File: config.mk
export PLATFORM = sky130hd
export DESIGN_NAME = p4_app
export DESIGN_NICKNAME = d
export VERILOG_FILES = /design/src/logic/p4_app_pkg.sv /design/src/logic/egress_switch.sv /design/src/logic/fwd_table_regs.sv /design/src/logic/ingress_lookup.sv /design/src/logic/p4_app.sv
export SDC_FILE = /design/constraint.sdc
export NUM_CORES = 1
export LEC_CHECK = 0
export ABC_AREA = 1
export BUFFER_PORTS_ARGS = -buffer_cell sky130_fd_sc_hd__buf_2
export CAP_MARGIN = 20
export CORE_UTILIZATION = 40
export CTS_CLUSTER_SIZE = 20
export DETAILED_ROUTE_END_ITERATION = 8
export GPL_TIMING_DRIVEN = 0
export SYNTH_ARGS = -nofsm -noshare
export SYNTH_HDL_FRONTEND = slang
export SYNTH_SLANG_ARGS = --single-unit
File: constraint.sdc
create_clock -name axil_if -period 9.9 [get_ports axil_if]
set_clock_uncertainty 0.2 [all_clocks]
set_input_delay 0.495 -clock axil_if [delete_from_list [all_inputs] [get_ports axil_if]]
set_output_delay 0.495 -clock axil_if [all_outputs]
set_load 0.02 [all_outputs]
File: src/logic/p4_app_pkg.sv
package p4_app_pkg;

    // ======================================================================
    // Datapath types
    // ======================================================================

    // Single-beat packet
    typedef logic [63:0] pkt_data_t;

    // Lookup key from the low nibble of the beat
    typedef logic [3:0]  fwd_key_t;

    // Ingress or egress port number
    typedef logic        port_t;

    // Free-running egress timestamp
    typedef logic [31:0] tstamp_t;

    // ======================================================================
    // Register bus and map
    // ======================================================================

    typedef logic [7:0]  reg_addr_t;
    typedef logic [31:0] reg_data_t;

    // One forwarding table word per key
    localparam int        FWD_ENTRIES    = 16;
    localparam int        REG_FWD_STRIDE = 4;
    localparam reg_addr_t REG_FWD_BASE   = 8'h00;

    // Bit positions inside a table word
    localparam int        FWD_PORT_BIT   = 0;
    localparam int        FWD_VALID_BIT  = 1;

    // Read-only drop counters
    localparam reg_addr_t REG_DROP_CNT0  = 8'h40;
    localparam reg_addr_t REG_DROP_CNT1  = 8'h44;

    // HOLD keeps a forwarded beat in the lookup stage until the switch takes it
    typedef enum logic {IDLE, HOLD} lookup_state_e;

endpackage

File: src/logic/egress_switch.sv
module egress_switch
    import p4_app_pkg::*;
#(
    parameter int OUT_CREDITS = 3
) (
    input  logic      axil_if,
    input  logic      rst_n,
    input  logic      fwd0_valid,
    input  pkt_data_t fwd0_data,
    input  port_t     fwd0_egress,
    input  logic      fwd1_valid,
    input  pkt_data_t fwd1_data,
    input  port_t     fwd1_egress,
    input  logic      out0_credit,
    input  logic      out1_credit,
    output logic      fwd0_ready,
    output logic      fwd1_ready,
    output logic      out0_valid,
    output pkt_data_t out0_data,
    output port_t     out0_src,
    output tstamp_t   out0_tstamp,
    output logic      out1_valid,
    output pkt_data_t out1_data,
    output port_t     out1_src,
    output tstamp_t   out1_tstamp
);

    localparam int CW = $clog2(OUT_CREDITS + 1);

    // Indexed [output][ingress]
    logic [1:0][1:0] req;
    logic [1:0][1:0] grant;
    port_t [1:0] win;
    port_t [1:0] rr;
    logic [1:0] send;
    logic [1:0] credit_ret;
    logic [1:0][CW-1:0] credit_cnt;

    tstamp_t ts;

    // Output stage
    logic [1:0] out_v;
    pkt_data_t [1:0] out_d;
    port_t [1:0] out_s;
    tstamp_t [1:0] out_t;

    assign credit_ret = {out1_credit, out0_credit};

    // ======================================================================
    // Arbitration per output
    // ======================================================================

    always_comb begin
        for (int o = 0; o < 2; o++) begin
            req[o][0] = fwd0_valid && (fwd0_egress == port_t'(o));
            req[o][1] = fwd1_valid && (fwd1_egress == port_t'(o));
            // Pointer only matters when both ingress stages collide
            if (&req[o]) begin
                win[o] = rr[o];
            end else begin
                win[o] = port_t'(req[o][1]);
            end
            send[o]  = (|req[o]) && (credit_cnt[o] != '0);
            grant[o] = send[o] ? (2'b01 << win[o]) : 2'b00;
        end
    end

    // An ingress stage is ready when either output grants it
    assign fwd0_ready = grant[0][0] || grant[1][0];
    assign fwd1_ready = grant[0][1] || grant[1][1];

    // ======================================================================
    // Credits, pointers and timestamp
    // ======================================================================

    always_ff @(posedge axil_if or negedge rst_n) begin
        if (!rst_n) begin
            ts         <= '0;
            out_v      <= '0;
            rr         <= '0;
            credit_cnt <= {2{CW'(OUT_CREDITS)}};
        end else begin
            ts <= ts + 1'b1;
            for (int o = 0; o < 2; o++) begin
                out_v[o] <= send[o];
                if (send[o]) begin
                    rr[o] <= ~win[o];
                end
                case ({send[o], credit_ret[o]})
                    2'b10:   credit_cnt[o] <= credit_cnt[o] - 1'b1;
                    2'b01:   credit_cnt[o] <= credit_cnt[o] + 1'b1;
                    default: credit_cnt[o] <= credit_cnt[o];
                endcase
            end
        end
    end

    always_ff @(posedge axil_if) begin
        for (int o = 0; o < 2; o++) begin
            if (send[o]) begin
                out_d[o] <= win[o] ? fwd1_data : fwd0_data;
                out_s[o] <= win[o];
                // Value the counter holds once out_valid is up
                out_t[o] <= ts + 1'b1;
            end
        end
    end

    assign out0_valid  = out_v[0];
    assign out0_data   = out_d[0];
    assign out0_src    = out_s[0];
    assign out0_tstamp = out_t[0];
    assign out1_valid  = out_v[1];
    assign out1_data   = out_d[1];
    assign out1_src    = out_s[1];
    assign out1_tstamp = out_t[1];

endmodule

File: src/logic/fwd_table_regs.sv
module fwd_table_regs
    import p4_app_pkg::*;
(
    input  logic      axil_if,
    input  logic      rst_n,
    input  logic      reg_wr,
    input  logic      reg_rd,
    input  reg_addr_t reg_addr,
    input  reg_data_t reg_wdata,
    input  fwd_key_t  lookup_key0,
    input  fwd_key_t  lookup_key1,
    input  logic      drop0,
    input  logic      drop1,
    output reg_data_t reg_rdata,
    output logic      reg_rvalid,
    output logic      entry_valid0,
    output port_t     entry_port0,
    output logic      entry_valid1,
    output port_t     entry_port1
);

    logic [FWD_ENTRIES-1:0] tbl_valid;
    port_t [FWD_ENTRIES-1:0] tbl_port;
    reg_data_t [1:0] drop_cnt;
    logic [1:0] drop_vec;

    reg_addr_t tbl_off;
    logic tbl_hit;
    fwd_key_t tbl_idx;
    reg_data_t rd_word;

    // ======================================================================
    // Address decode and read mux
    // ======================================================================

    always_comb begin
        tbl_off = reg_addr - REG_FWD_BASE;
        // Word aligned and inside the table window
        tbl_hit = (int'(tbl_off) < FWD_ENTRIES * REG_FWD_STRIDE) &&
                  ((int'(tbl_off) % REG_FWD_STRIDE) == 0);
        tbl_idx = fwd_key_t'(int'(tbl_off) / REG_FWD_STRIDE);

        rd_word = '0;
        if (tbl_hit) begin
            rd_word[FWD_VALID_BIT] = tbl_valid[tbl_idx];
            rd_word[FWD_PORT_BIT]  = tbl_port[tbl_idx];
        end else if (reg_addr == REG_DROP_CNT0) begin
            rd_word = drop_cnt[0];
        end else if (reg_addr == REG_DROP_CNT1) begin
            rd_word = drop_cnt[1];
        end
    end

    // ======================================================================
    // Table storage
    // ======================================================================

    always_ff @(posedge axil_if or negedge rst_n) begin
        if (!rst_n) begin
            tbl_valid <= '0;
        end else if (reg_wr && tbl_hit) begin
            tbl_valid[tbl_idx] <= reg_wdata[FWD_VALID_BIT];
        end
    end

    always_ff @(posedge axil_if) begin
        if (reg_wr && tbl_hit) begin
            tbl_port[tbl_idx] <= reg_wdata[FWD_PORT_BIT];
        end
    end

    // Two combinational lookup ports
    assign entry_valid0 = tbl_valid[lookup_key0];
    assign entry_port0  = tbl_port[lookup_key0];
    assign entry_valid1 = tbl_valid[lookup_key1];
    assign entry_port1  = tbl_port[lookup_key1];

    // ======================================================================
    // Drop counters and read response
    // ======================================================================

    assign drop_vec = {drop1, drop0};

    always_ff @(posedge axil_if or negedge rst_n) begin
        if (!rst_n) begin
            drop_cnt   <= '0;
            reg_rvalid <= 1'b0;
        end else begin
            for (int i = 0; i < 2; i++) begin
                // Saturate at all ones
                if (drop_vec[i] && (drop_cnt[i] != '1)) begin
                    drop_cnt[i] <= drop_cnt[i] + 1'b1;
                end
            end
            reg_rvalid <= reg_rd;
        end
    end

    always_ff @(posedge axil_if) begin
        if (reg_rd) begin
            reg_rdata <= rd_word;
        end
    end

endmodule

File: src/logic/ingress_lookup.sv
module ingress_lookup
    import p4_app_pkg::*;
#(
    parameter int IN_CREDITS = 4
) (
    input  logic      axil_if,
    input  logic      rst_n,
    input  logic      in_valid,
    input  pkt_data_t in_data,
    input  logic      entry_valid,
    input  port_t     entry_port,
    input  logic      fwd_ready,
    output logic      in_credit,
    output fwd_key_t  lookup_key,
    output logic      drop,
    output logic      fwd_valid,
    output pkt_data_t fwd_data,
    output port_t     fwd_egress
);

    localparam int PTR_W = (IN_CREDITS > 1) ? $clog2(IN_CREDITS) : 1;
    localparam int CNT_W = $clog2(IN_CREDITS + 1);

    pkt_data_t fifo_mem [IN_CREDITS];
    logic [PTR_W-1:0] wr_ptr;
    logic [PTR_W-1:0] rd_ptr;
    logic [CNT_W-1:0] fifo_cnt;
    logic pop;
    logic slot_free;

    pkt_data_t lkp_data;
    logic lkp_full;
    lookup_state_e state;
    port_t hold_port;

    // ======================================================================
    // Lookup decision
    // ======================================================================

    assign lookup_key = fwd_key_t'(lkp_data[$bits(fwd_key_t)-1:0]);

    // Table is only consulted on the first cycle and HOLD reuses the latched port
    assign drop       = lkp_full && (state == IDLE) && !entry_valid;
    assign fwd_valid  = lkp_full && ((state == HOLD) || entry_valid);
    assign fwd_egress = (state == HOLD) ? hold_port : entry_port;
    assign fwd_data   = lkp_data;

    // Lookup register empties this cycle, so the next beat may move in
    assign slot_free = !lkp_full || drop || (fwd_valid && fwd_ready);
    assign pop       = (fifo_cnt != '0) && slot_free;

    // ======================================================================
    // Input FIFO
    // ======================================================================

    always_ff @(posedge axil_if) begin
        if (in_valid) begin
            fifo_mem[wr_ptr] <= in_data;
        end
        if (pop) begin
            lkp_data <= fifo_mem[rd_ptr];
        end
        if ((state == IDLE) && fwd_valid && !fwd_ready) begin
            hold_port <= entry_port;
        end
    end

    always_ff @(posedge axil_if or negedge rst_n) begin
        if (!rst_n) begin
            wr_ptr    <= '0;
            rd_ptr    <= '0;
            fifo_cnt  <= '0;
            lkp_full  <= 1'b0;
            state     <= IDLE;
            in_credit <= 1'b0;
        end else begin
            if (in_valid) begin
                wr_ptr <= (wr_ptr == PTR_W'(IN_CREDITS - 1)) ? '0 : wr_ptr + 1'b1;
            end
            if (pop) begin
                rd_ptr <= (rd_ptr == PTR_W'(IN_CREDITS - 1)) ? '0 : rd_ptr + 1'b1;
            end
            case ({in_valid, pop})
                2'b10:   fifo_cnt <= fifo_cnt + 1'b1;
                2'b01:   fifo_cnt <= fifo_cnt - 1'b1;
                default: fifo_cnt <= fifo_cnt;
            endcase

            if (pop) begin
                lkp_full <= 1'b1;
            end else if (slot_free) begin
                lkp_full <= 1'b0;
            end

            case (state)
                IDLE: if (fwd_valid && !fwd_ready) state <= HOLD;
                HOLD: if (fwd_ready) state <= IDLE;
                default: state <= IDLE;
            endcase

            // One credit back per beat leaving the FIFO
            in_credit <= pop;
        end
    end

endmodule

File: src/logic/p4_app.sv
module p4_app
    import p4_app_pkg::*;
#(
    parameter int IN_CREDITS  = 4,
    parameter int OUT_CREDITS = 3
) (
    input  logic      axil_if,
    input  logic      rst_n,
    input  logic      in0_valid,
    input  pkt_data_t in0_data,
    input  logic      in1_valid,
    input  pkt_data_t in1_data,
    input  logic      out0_credit,
    input  logic      out1_credit,
    input  logic      reg_wr,
    input  logic      reg_rd,
    input  reg_addr_t reg_addr,
    input  reg_data_t reg_wdata,
    output logic      in0_credit,
    output logic      in1_credit,
    output logic      out0_valid,
    output pkt_data_t out0_data,
    output port_t     out0_src,
    output tstamp_t   out0_tstamp,
    output logic      out1_valid,
    output pkt_data_t out1_data,
    output port_t     out1_src,
    output tstamp_t   out1_tstamp,
    output reg_data_t reg_rdata,
    output logic      reg_rvalid
);

    fwd_key_t  lookup_key0;
    fwd_key_t  lookup_key1;
    logic      entry_valid0;
    logic      entry_valid1;
    port_t     entry_port0;
    port_t     entry_port1;
    logic      drop0;
    logic      drop1;
    logic      fwd0_valid;
    logic      fwd1_valid;
    logic      fwd0_ready;
    logic      fwd1_ready;
    pkt_data_t fwd0_data;
    pkt_data_t fwd1_data;
    port_t     fwd0_egress;
    port_t     fwd1_egress;

    // ======================================================================
    // Table and register port
    // ======================================================================

    fwd_table_regs i_fwd_table_regs (
        .axil_if      (axil_if),
        .rst_n        (rst_n),
        .reg_wr       (reg_wr),
        .reg_rd       (reg_rd),
        .reg_addr     (reg_addr),
        .reg_wdata    (reg_wdata),
        .lookup_key0  (lookup_key0),
        .lookup_key1  (lookup_key1),
        .drop0        (drop0),
        .drop1        (drop1),
        .reg_rdata    (reg_rdata),
        .reg_rvalid   (reg_rvalid),
        .entry_valid0 (entry_valid0),
        .entry_port0  (entry_port0),
        .entry_valid1 (entry_valid1),
        .entry_port1  (entry_port1)
    );

    // ======================================================================
    // Ingress stages
    // ======================================================================

    // Port 0 feeds the switch's fwd0 side
    ingress_lookup #(.IN_CREDITS(IN_CREDITS)) i_ingress_lookup_0 (
        .axil_if     (axil_if),
        .rst_n       (rst_n),
        .in_valid    (in0_valid),
        .in_data     (in0_data),
        .entry_valid (entry_valid0),
        .entry_port  (entry_port0),
        .fwd_ready   (fwd0_ready),
        .in_credit   (in0_credit),
        .lookup_key  (lookup_key0),
        .drop        (drop0),
        .fwd_valid   (fwd0_valid),
        .fwd_data    (fwd0_data),
        .fwd_egress  (fwd0_egress)
    );

    // Port 1 feeds the fwd1 side
    ingress_lookup #(.IN_CREDITS(IN_CREDITS)) i_ingress_lookup_1 (
        .axil_if     (axil_if),
        .rst_n       (rst_n),
        .in_valid    (in1_valid),
        .in_data     (in1_data),
        .entry_valid (entry_valid1),
        .entry_port  (entry_port1),
        .fwd_ready   (fwd1_ready),
        .in_credit   (in1_credit),
        .lookup_key  (lookup_key1),
        .drop        (drop1),
        .fwd_valid   (fwd1_valid),
        .fwd_data    (fwd1_data),
        .fwd_egress  (fwd1_egress)
    );

    // ======================================================================
    // Egress
    // ======================================================================

    egress_switch #(.OUT_CREDITS(OUT_CREDITS)) i_egress_switch (
        .axil_if     (axil_if),
        .rst_n       (rst_n),
        .fwd0_valid  (fwd0_valid),
        .fwd0_data   (fwd0_data),
        .fwd0_egress (fwd0_egress),
        .fwd1_valid  (fwd1_valid),
        .fwd1_data   (fwd1_data),
        .fwd1_egress (fwd1_egress),
        .out0_credit (out0_credit),
        .out1_credit (out1_credit),
        .fwd0_ready  (fwd0_ready),
        .fwd1_ready  (fwd1_ready),
        .out0_valid  (out0_valid),
        .out0_data   (out0_data),
        .out0_src    (out0_src),
        .out0_tstamp (out0_tstamp),
        .out1_valid  (out1_valid),
        .out1_data   (out1_data),
        .out1_src    (out1_src),
        .out1_tstamp (out1_tstamp)
    );

endmodule

==> summary.json, run 1 <==
{
  "hold_start": {"value": "reg_rd"},
  "clock_sink_count": {"value": 1025},
  "drt-initial-drc-count": {"value": 2331},
  "setup_repair_after_global_routing_missed_its_margin": {"value": "no"},
  "slew_hr": {"value": 48.9, "unit": "%"},
  "synth_top_family_by_area": {"value": "simple AND/OR/NAND/NOR gates"},
  "min-delay-path-class": {"value": "in -> reg"},
  "cts.path.max_buffers": {"value": 3},
  "post-synth-top-area-fraction": {"value": 65.6, "unit": "%"},
  "buffer_ports.inserted": {"value": 373},
  "die_w": {"value": 320, "unit": "um"},
  "final.setup.tns": {"value": 0, "unit": "ps"},
  "drt-pass1-iter-count": {"value": 8},
  "leakage": {"value": 18.5, "unit": "nW"},
  "drt.antenna.violating_nets": {"value": 0},
  "vias_per_cell": {"value": 5.12},
  "yosys.area_share.xor_xnor": {"value": 2.05, "unit": "%"},
  "via_count_of_the_first_global_routing_pass": {"value": 25449},
  "post_synth_mux_area_share": {"value": 0, "unit": "%"},
  "worst-endpoint-arrival": {"value": 4530, "unit": "ps"},
  "layout.area.seq": {"value": 30100, "unit": "um2"},
  "report.final.setup_viol": {"value": 0},
  "synth_commonest_cells": {"value": "sky130_fd_sc_hd__edfxtp_1 (884), sky130_fd_sc_hd__nand2_1 (380), sky130_fd_sc_hd__nor2_1 (346)"},
  "worstPathMaxFanout": {"value": 41},
  "routedWlPerCell": {"value": 21.1, "unit": "um"},
  "post-synth-top-area-cell": {"value": "sky130_fd_sc_hd__edfxtp_1"},
  "area_fraction_in_compound_gates_after_synthesis": {"value": 9.18, "unit": "%"},
  "ctsResizeCount": {"value": 0},
  "cp.required": {"value": 10320, "unit": "ps"},
  "layout-area-overhead-vs-synth": {"value": 21.8, "unit": "%"},
  "startpoint_types": {"value": "register"},
  "globalplace.congestion": {"value": 0.906},
  "synthFlopType": {"value": "sky130_fd_sc_hd__edfxtp_1"},
  "die_height": {"value": 320, "unit": "um"},
  "num-nets-final": {"value": 3894},
  "global_route.overflow_total": {"value": 0},
  "grt_pass1_wl": {"value": 160000, "unit": "um"},
  "synthTopCellsByArea": {"value": "sky130_fd_sc_hd__edfxtp_1 (66%), sky130_fd_sc_hd__dfrtp_1 (8.5%), sky130_fd_sc_hd__o21ai_0 (3.9%)"},
  "yosysSeqAreaShare": {"value": 74.3, "unit": "%"},
  "worst_setup_path_end_kind": {"value": "register"},
  "layout-drive-gt1-share": {"value": 19.2, "unit": "%"},
  "initial_cell_density_of_the_core": {"value": 40.4, "unit": "%"},
  "synth-edff-count": {"value": 884},
  "reg2reg_setup_slack": {"value": 5780, "unit": "ps"},
  "grt_max_degree": {"value": 92},
  "r2r_start": {"value": "i_ingress_lookup_1.fwd_data[1]$_DFFE_PP_"},
  "ir_drop": {"value": 0.309, "unit": "mV"},
  "drt_wl_total": {"value": 107000, "unit": "um"},
  "max_cap_viols": {"value": 0},
  "finalHoldViolCount": {"value": 0},
  "synthesis.instances": {"value": 3071},
  "stdcell_area": {"value": 49300, "unit": "um2"},
  "synth_fp_nets": {"value": 3266},
  "timing.hold.worst_path_depth": {"value": 1},
  "grt_util_all_layers": {"value": 20.7, "unit": "%"},
  "synth_simple_gate_area_share": {"value": 9.74, "unit": "%"},
  "floorplan.die_area": {"value": 103000, "unit": "um2"},
  "cts_tree": {"value": "yes"},
  "max_freq": {"value": 243, "unit": "MHz"},
  "post_layout_worst_setup_margin": {"value": 5780, "unit": "ps"},
  "placed_area": {"value": 44400, "unit": "um2"},
  "floorplan.core_area": {"value": 100000, "unit": "um2"},
  "area_occupied_by_multi_input_gates": {"value": 8750, "unit": "um2"},
  "preCtsSetupSlack": {"value": 5800, "unit": "ps"},
  "final.hold.worst_slack": {"value": 105, "unit": "ps"},
  "worst_skew_pair_later_pin_latency": {"value": 700, "unit": "ps"},
  "synth_most_common_cell": {"value": "sky130_fd_sc_hd__edfxtp_1"},
  "power_per_cell_area": {"value": 357, "unit": "nW/um2"},
  "tritoncts.num_buffers": {"value": 105},
  "post_synth.cell_area_avg": {"value": 13.2, "unit": "um2"},
  "yosys_warnings": {"value": 0},
  "dp_hpwl": {"value": 74200, "unit": "um"},
  "timing.rr.end": {"value": "i_ingress_lookup_1.fifo_cnt[2]$_DFFE_PN0P_"},
  "synthArstFlopShare": {"value": 13.8, "unit": "%"},
  "level_count_of_the_clock_h_tree": {"value": 3},
  "synth-seq-cells": {"value": 1025},
  "timing.hold.worst_endpoint": {"value": "i_fwd_table_regs.reg_rvalid$_DFF_PN0_"},
  "grt_antenna_before_repair": {"value": 22},
  "outcome": {"value": "finished, final reports clean"},
  "fillCellCount": {"value": 8787},
  "yosysUniqueCellTypes": {"value": 53},
  "routed-via-count": {"value": 26086},
  "post_cts_setup_buffer_count": {"value": 0},
  "place.detailed.instances": {"value": 4755},
  "max_slew.worst_pin.slew": {"value": 767, "unit": "ps"},
  "cts.clk_slew.worst_paths": {"value": 60, "unit": "ps"},
  "final_period_minus_worst_setup_slack": {"value": 4120, "unit": "ps"},
  "io_pins": {"value": 407},
  "clk_root_buffer_cell": {"value": "sky130_fd_sc_hd__clkbuf_16"},
  "remaining_drc_errors": {"value": 0},
  "p_total": {"value": 17.6, "unit": "mW"},
  "worst_reg2reg_path_depth": {"value": 22},
  "post-route-period-util": {"value": 41.6, "unit": "%"},
  "post-route-util": {"value": 49.2, "unit": "%"},
  "post_synth_design_cell_area": {"value": 40500, "unit": "um2"},
  "synthAdderAreaFrac": {"value": 0.624, "unit": "%"},
  "fin_cells": {"value": 5094},
  "crit_type": {"value": "reg -> reg"},
  "number_of_placement_rows": {"value": 116},
  "finalMaxSlewViolations": {"value": 0}
}
final cells by class:
type / count / share of cell area [%]
antenna: 8 / 0.0406
buffer: 134 / 1.52
clock buffer: 125 / 5.61
clock inverter: 71 / 1.64
inverter: 244 / 1.94
multi-input combinational: 1668 / 17.7
sequential: 1025 / 61.0
tap: 1298 / 3.29
timing repair buffer: 521 / 7.24
routing by layer:
metal / up-vias / global-route usage [%] / share of wire, %
li1: 12242 / - / -
met1: 12808 / 27.7 / 42
met4: 22 / 5.45 / 2.4
met3: 163 / 4.39 / 6.6
met2: 851 / 34.4 / 49
met5: - / 0 / 0.14
flip-flops by register name, indices dropped and copies added (netlist names), 4 cells and up:
signal                       flops
i_ingress_lookup_1.fifo_mem    256
i_egress_switch.out1_data       64
i_fwd_table_regs.drop_cnt       64
i_fwd_table_regs.tbl_valid      16
i_ingress_lookup_1.fwd_data     64
i_egress_switch.out0_tstamp     32
i_ingress_lookup_0.fifo_mem    256
i_fwd_table_regs.tbl_port       16
i_ingress_lookup_0.fwd_data     64
i_fwd_table_regs.reg_rdata      32
i_egress_switch.credit_cnt       4
i_egress_switch.out1_tstamp     32
i_egress_switch.ts              32
i_egress_switch.out0_data       64
worst max path at each step:
| stage | depth (start not counted) | end | slack, ps | start |
|---|---|---|---|---|
| 6_report | 22 | i_ingress_lookup_1.fifo_cnt[2]$_DFFE_PN0P_ | 5780 | i_ingress_lookup_1.fwd_data[1]$_DFFE_PP_ |
| 5_1_grt | 22 | i_ingress_lookup_1.fifo_cnt[2]$_DFFE_PN0P_ | 5520 | i_ingress_lookup_1.fwd_data[1]$_DFFE_PP_ |
| 4_1_cts | 22 | i_ingress_lookup_1.fifo_cnt[2]$_DFFE_PN0P_ | 5770 | i_ingress_lookup_1.fwd_data[1]$_DFFE_PP_ |
| 3_5_place_dp | 22 | i_ingress_lookup_1.fifo_cnt[2]$_DFFE_PN0P_ | 5800 | i_ingress_lookup_1.fwd_data[1]$_DFFE_PP_ |
| 3_3_place_gp | 13 | i_egress_switch.rr[1]$_DFFE_PN0P_ | 3730 | i_ingress_lookup_1.fwd_data[1]$_DFFE_PP_ |
| 2_1_floorplan | 22 | i_ingress_lookup_0.fifo_cnt[2]$_DFFE_PN0P_ | 5610 | i_ingress_lookup_0.fwd_data[0]$_DFFE_PP_ |
worst max-delay path, cell delays in order, from the launching register on:
cell,delay [ps]
sky130_fd_sc_hd__edfxtp_1,450
sky130_fd_sc_hd__buf_2,240
sky130_fd_sc_hd__inv_2,200
sky130_fd_sc_hd__nand3_1,110
sky130_fd_sc_hd__nand3_1,110
sky130_fd_sc_hd__nand3_1,100
sky130_fd_sc_hd__nand3_2,140
sky130_fd_sc_hd__nand2_2,110
sky130_fd_sc_hd__inv_2,100
sky130_fd_sc_hd__nand2_1,50
sky130_fd_sc_hd__nand2_1,120
sky130_fd_sc_hd__nand4_1,150
sky130_fd_sc_hd__nand3_2,200
sky130_fd_sc_hd__nand2_2,120
sky130_fd_sc_hd__inv_4,320
sky130_fd_sc_hd__buf_16,280
sky130_fd_sc_hd__ha_1,190
sky130_fd_sc_hd__inv_1,60
sky130_fd_sc_hd__fa_1,380
sky130_fd_sc_hd__nor2_1,110
sky130_fd_sc_hd__nor2_1,40
sky130_fd_sc_hd__nand2_1,70
sky130_fd_sc_hd__xor2_1,140
power breakdown:
part	switching, mW	total [mW]	internal [mW]
combinational	4.55	6.31	1.76
sequential	0.537	7.23	6.70
clock	1.70	4.05	2.35
total	6.79	17.6	10.8
cells in the final DEF (no fill, tap or decap), types with 11 or more instances in the layout:
master                          netlist  final
sky130_fd_sc_hd__edfxtp_1           884    884
sky130_fd_sc_hd__buf_2                9    381
sky130_fd_sc_hd__nand2_1            380    380
sky130_fd_sc_hd__nor2_1             346    346
sky130_fd_sc_hd__o21ai_0            312    312
sky130_fd_sc_hd__inv_1              231    219
sky130_fd_sc_hd__o22ai_1            164    164
sky130_fd_sc_hd__dfrtp_1            137    137
sky130_fd_sc_hd__dlygate4sd3_1        0    135
sky130_fd_sc_hd__clkbuf_16            0    108
sky130_fd_sc_hd__clkbuf_1            90    107
sky130_fd_sc_hd__nand3_1             90     90
sky130_fd_sc_hd__xor2_1              75     75
sky130_fd_sc_hd__o21ai_2             72     72
sky130_fd_sc_hd__o21ai_1             57     57
sky130_fd_sc_hd__nor3_1              37     37
sky130_fd_sc_hd__buf_6               28     28
sky130_fd_sc_hd__clkinv_2             1     24
sky130_fd_sc_hd__clkinv_1             3     23
sky130_fd_sc_hd__xnor2_1             20     20
sky130_fd_sc_hd__ha_1                17     17
sky130_fd_sc_hd__nand4_1             15     15
sky130_fd_sc_hd__bufinv_16            0     13
sky130_fd_sc_hd__inv_4                1     11
sky130_fd_sc_hd__buf_16               0     11
repair_timing:
action	in CTS	in global routing
hold endpoints to repair	599	0
setup endpoints to repair	0	0
hold buffers	135	0
logic make-up (layout without fill, tap and decap cells):
kind of cell | count (synthesis) | after routing
AO/OA/AOI/OAI | 633 | 633
XOR/XNOR | 95 | 95
adder cells (fa/ha/maj) | 19 | 19
buffers and inverters | 378 | 1095
flip-flops | 1025 | 1025
other | 0 | 8
AND/OR/NAND/NOR | 921 | 921
Power figures use the tool's default switching activity.
==> run 2, diff against run 1 <==
==> constraint.sdc (replaced) <==
create_clock -name axil_if -period 3.6 [get_ports axil_if]
set_clock_uncertainty 0.2 [all_clocks]
set_input_delay 0.18 -clock axil_if [delete_from_list [all_inputs] [get_ports axil_if]]
set_output_delay 0.18 -clock axil_if [all_outputs]
set_load 0.02 [all_outputs]
==> run 2 against run 1 <==
  * Wire length is 1.6% higher
  * First-iteration DRC count grew 9.4%
  * Setup slack worse by 5600 ps
  * Hold slack lost 73 ps
  * Sequential power rose to 2.8 times the previous value
  * Clock-buffer cell count grew 19
  * Combinational power rose to 2.9 times the previous value
  * Critical endpoint is now i_ingress_lookup_1.fifo_cnt[1]$_DFFE_PN0P_
==> summary.json, run 2 (synthesized netlist as in run 1, its figures left out) <==
{
  "critical_path.cell_chain": {"value": "inv_2 -> buf_6 -> nand2_1 -> nand3_1 -> nand3_1 -> nand3_1 -> nand3_2 -> nand2_4 -> inv_2 -> nand2_1 -> nand2_1 -> nand4_1 -> nand3_4 -> nand2_4 -> clkinvlp_4 -> ha_4 -> inv_2 -> fa_2 -> o21ai_1"},
  "min-delay-path-class": {"value": "in -> reg"},
  "worstPathMaxFanout": {"value": 10},
  "commonest_cells_after_routing_fill_and_taps_aside": {"value": "sky130_fd_sc_hd__edfxtp_1 (884), sky130_fd_sc_hd__nand2_1 (380), sky130_fd_sc_hd__buf_2 (379), sky130_fd_sc_hd__nor2_1 (346), sky130_fd_sc_hd__o21ai_0 (310)"},
  "globalplace.congestion": {"value": 0.905},
  "io_pins": {"value": 407},
  "netSwitchingFraction": {"value": 38.8, "unit": "%"},
  "die_height": {"value": 320, "unit": "um"},
  "worst_reg2reg_path_depth": {"value": 19},
  "routed-via-count": {"value": 26436},
  "number_of_placement_rows": {"value": 116},
  "startpoint_types": {"value": "register"},
  "largest_registers": {"value": "i_ingress_lookup_0.fifo_mem: 256 flops, i_ingress_lookup_1.fifo_mem: 256 flops"},
  "drt-pass1-iter-count": {"value": 6},
  "cp.required": {"value": 4020, "unit": "ps"},
  "final_period_minus_worst_setup_slack": {"value": 3420, "unit": "ps"},
  "cp_slowest_cell": {"value": "sky130_fd_sc_hd__edfxtp_1"},
  "clock_power_share": {"value": 21.8, "unit": "%"},
  "p_int": {"value": 29.7, "unit": "mW"},
  "stdcell_area": {"value": 49500, "unit": "um2"},
  "cts_tree": {"value": "yes"},
  "initial_cell_density_of_the_core": {"value": 40.4, "unit": "%"},
  "tritoncts.num_buffers": {"value": 104},
  "max_slew.worst_pin.slew": {"value": 741, "unit": "ps"},
  "grt_antenna_before_repair": {"value": 19},
  "number_of_cells_on_the_critical_path": {"value": 19},
  "via_count_of_the_first_global_routing_pass": {"value": 25735},
  "crit_family": {"value": "simple AND/OR/NAND/NOR gates"},
  "crit_type": {"value": "reg -> reg"},
  "drt.antenna.violating_nets": {"value": 0},
  "reg2reg_setup_slack": {"value": 180, "unit": "ps"},
  "floorplan.core_area": {"value": 100000, "unit": "um2"},
  "post-route-util": {"value": 49.4, "unit": "%"},
  "layout.area.seq": {"value": 30100, "unit": "um2"},
  "cts.path.max_buffers": {"value": 3},
  "ir_drop": {"value": 0.763, "unit": "mV"},
  "slew_hr": {"value": 50.6, "unit": "%"},
  "drt-initial-drc-count": {"value": 2551},
  "clk_root_buffer_cell": {"value": "sky130_fd_sc_hd__clkbuf_16"},
  "drt_wl_total": {"value": 109000, "unit": "um"},
  "global_route.overflow_total": {"value": 0},
  "clock_sink_count": {"value": 1025},
  "worst_skew_pair_later_pin_latency": {"value": 690, "unit": "ps"},
  "post-route-period-util": {"value": 94.9, "unit": "%"},
  "remaining_drc_errors": {"value": 0},
  "layout-drive-gt1-share": {"value": 19.2, "unit": "%"},
  "worst-path-buf-inv": {"value": 5},
  "routedWlPerCell": {"value": 21.3, "unit": "um"},
  "power_per_cell_area": {"value": 983, "unit": "nW/um2"},
  "max_cap_viols": {"value": 0},
  "finalMaxSlewViolations": {"value": 0},
  "level_count_of_the_clock_h_tree": {"value": 3},
  "vias_per_cell": {"value": 5.16},
  "grt_max_degree": {"value": 89},
  "max_freq": {"value": 293, "unit": "MHz"},
  "fillCellCount": {"value": 8800},
  "grt_pass1_wl": {"value": 161000, "unit": "um"},
  "buffer_ports.inserted": {"value": 373},
  "floorplan.die_area": {"value": 103000, "unit": "um2"},
  "num-nets-final": {"value": 3924},
  "cp_slowest_stage_delay": {"value": 510, "unit": "ps"},
  "worst_setup_path_end_kind": {"value": "register"},
  "p_sw": {"value": 18.9, "unit": "mW"},
  "worst-endpoint-arrival": {"value": 3830, "unit": "ps"},
  "grt_util_all_layers": {"value": 21.0, "unit": "%"},
  "timing.hold.worst_path_depth": {"value": 7},
  "report.final.setup_viol": {"value": 0},
  "die_w": {"value": 320, "unit": "um"},
  "cts.clk_slew.worst_paths": {"value": 60, "unit": "ps"},
  "register_share_of_total_power": {"value": 40.8, "unit": "%"},
  "finalHoldViolCount": {"value": 0},
  "placed_area": {"value": 44500, "unit": "um2"},
  "outcome": {"value": "finished, final reports clean"},
  "power.combinational.fraction": {"value": 37.3, "unit": "%"},
  "area_occupied_by_multi_input_gates": {"value": 8790, "unit": "um2"},
  "final_common_cell": {"value": "sky130_fd_sc_hd__edfxtp_1"},
  "final.hold.worst_slack": {"value": 32.0, "unit": "ps"},
  "layout-area-overhead-vs-synth": {"value": 22.2, "unit": "%"},
  "leakage": {"value": 18.5, "unit": "nW"},
  "dp_hpwl": {"value": 74500, "unit": "um"}
}
## run 2: cell type report
class                      instances  share of cell area, %
sequential                      1025                   60.8
multi-input combinational       1668                   17.8
timing repair buffer             550                   7.88
clock buffer                     144                   5.79
tap                             1298                   3.28
inverter                         244                   1.94
buffer                           134                   1.53
clock inverter                    45                  0.906
antenna                           12                 0.0607
timing repair inverter             2                 0.0253
## run 2: final timing paths
path | start | to
max in group asynchronous | rst_n | i_egress_switch.ts[27]$_DFF_PN0_
worst min register to register | i_fwd_table_regs.drop_cnt[36]$_DFFE_PN0P_ | i_fwd_table_regs.drop_cnt[36]$_DFFE_PN0P_
worst max-delay path | i_ingress_lookup_1.fwd_data[0]$_DFFE_PP_ | i_ingress_lookup_1.fifo_cnt[1]$_DFFE_PN0P_
min in group asynchronous | rst_n | i_fwd_table_regs.drop_cnt[58]$_DFFE_PN0P_
worst min-delay path | reg_wr | i_fwd_table_regs.tbl_valid[1]$_DFFE_PN0P_
worst max register to register | i_ingress_lookup_1.fwd_data[0]$_DFFE_PP_ | i_ingress_lookup_1.fifo_cnt[1]$_DFFE_PN0P_
## run 2: metal layers
metal  GRT usage [%]  vias to the layer above  wire, um
met5               0                        -        79
met1            28.0                    13041     45000
li1                -                    12307         -
met2            34.8                      903     53200
met3            4.22                      171      8180
met4            6.23                       14      2550
## run 2: timing repair
action | CTS | global route
pin swaps | 0 | 3
cloned | 1 | 1
endpoints found under the setup margin | 70 | 146
resized for setup | 1 | 9
endpoints found under the hold margin | 860 | 0
hold buffers | 151 | 0
buffers inserted | 2 | 6
## run 2: power groups by stage
stage	registers, mW	clock network, mW	logic, mW
after detailed placement	20.1	0	17.8
final	19.9	10.6	18.2
after global placement	19.9	0	15.6
after global routing	20.1	11.3	19.7
after CTS	19.9	10.8	18.2
after floorplan	21.2	0	9.28
## run 2: stage by stage
| step | power, mW | TNS (ps) | cells | setup slack [ps] |
|---|---|---|---|---|
| after floorplan | 30.5 | -874 | 3071 | -241 |
| after CTS | 48.8 | 0 | 5103 | 5.91 |
| after global placement | 35.5 | -544990 | 4742 | -1760 |
| after detailed placement | 37.9 | -21480 | 4760 | -828 |
| final | 48.6 | 0 | 5122 | 184 |
| after global routing | 51.1 | -54.0 | 5117 | -34.2 |
## run 2: worst min-delay path, cell delays in order
cell                      delay, ps
sky130_fd_sc_hd__buf_2          100
sky130_fd_sc_hd__nand2_1        170
sky130_fd_sc_hd__nor2_1          60
sky130_fd_sc_hd__inv_1          140
sky130_fd_sc_hd__nor2_1          90
sky130_fd_sc_hd__nand2_1         50
sky130_fd_sc_hd__o21ai_0         70
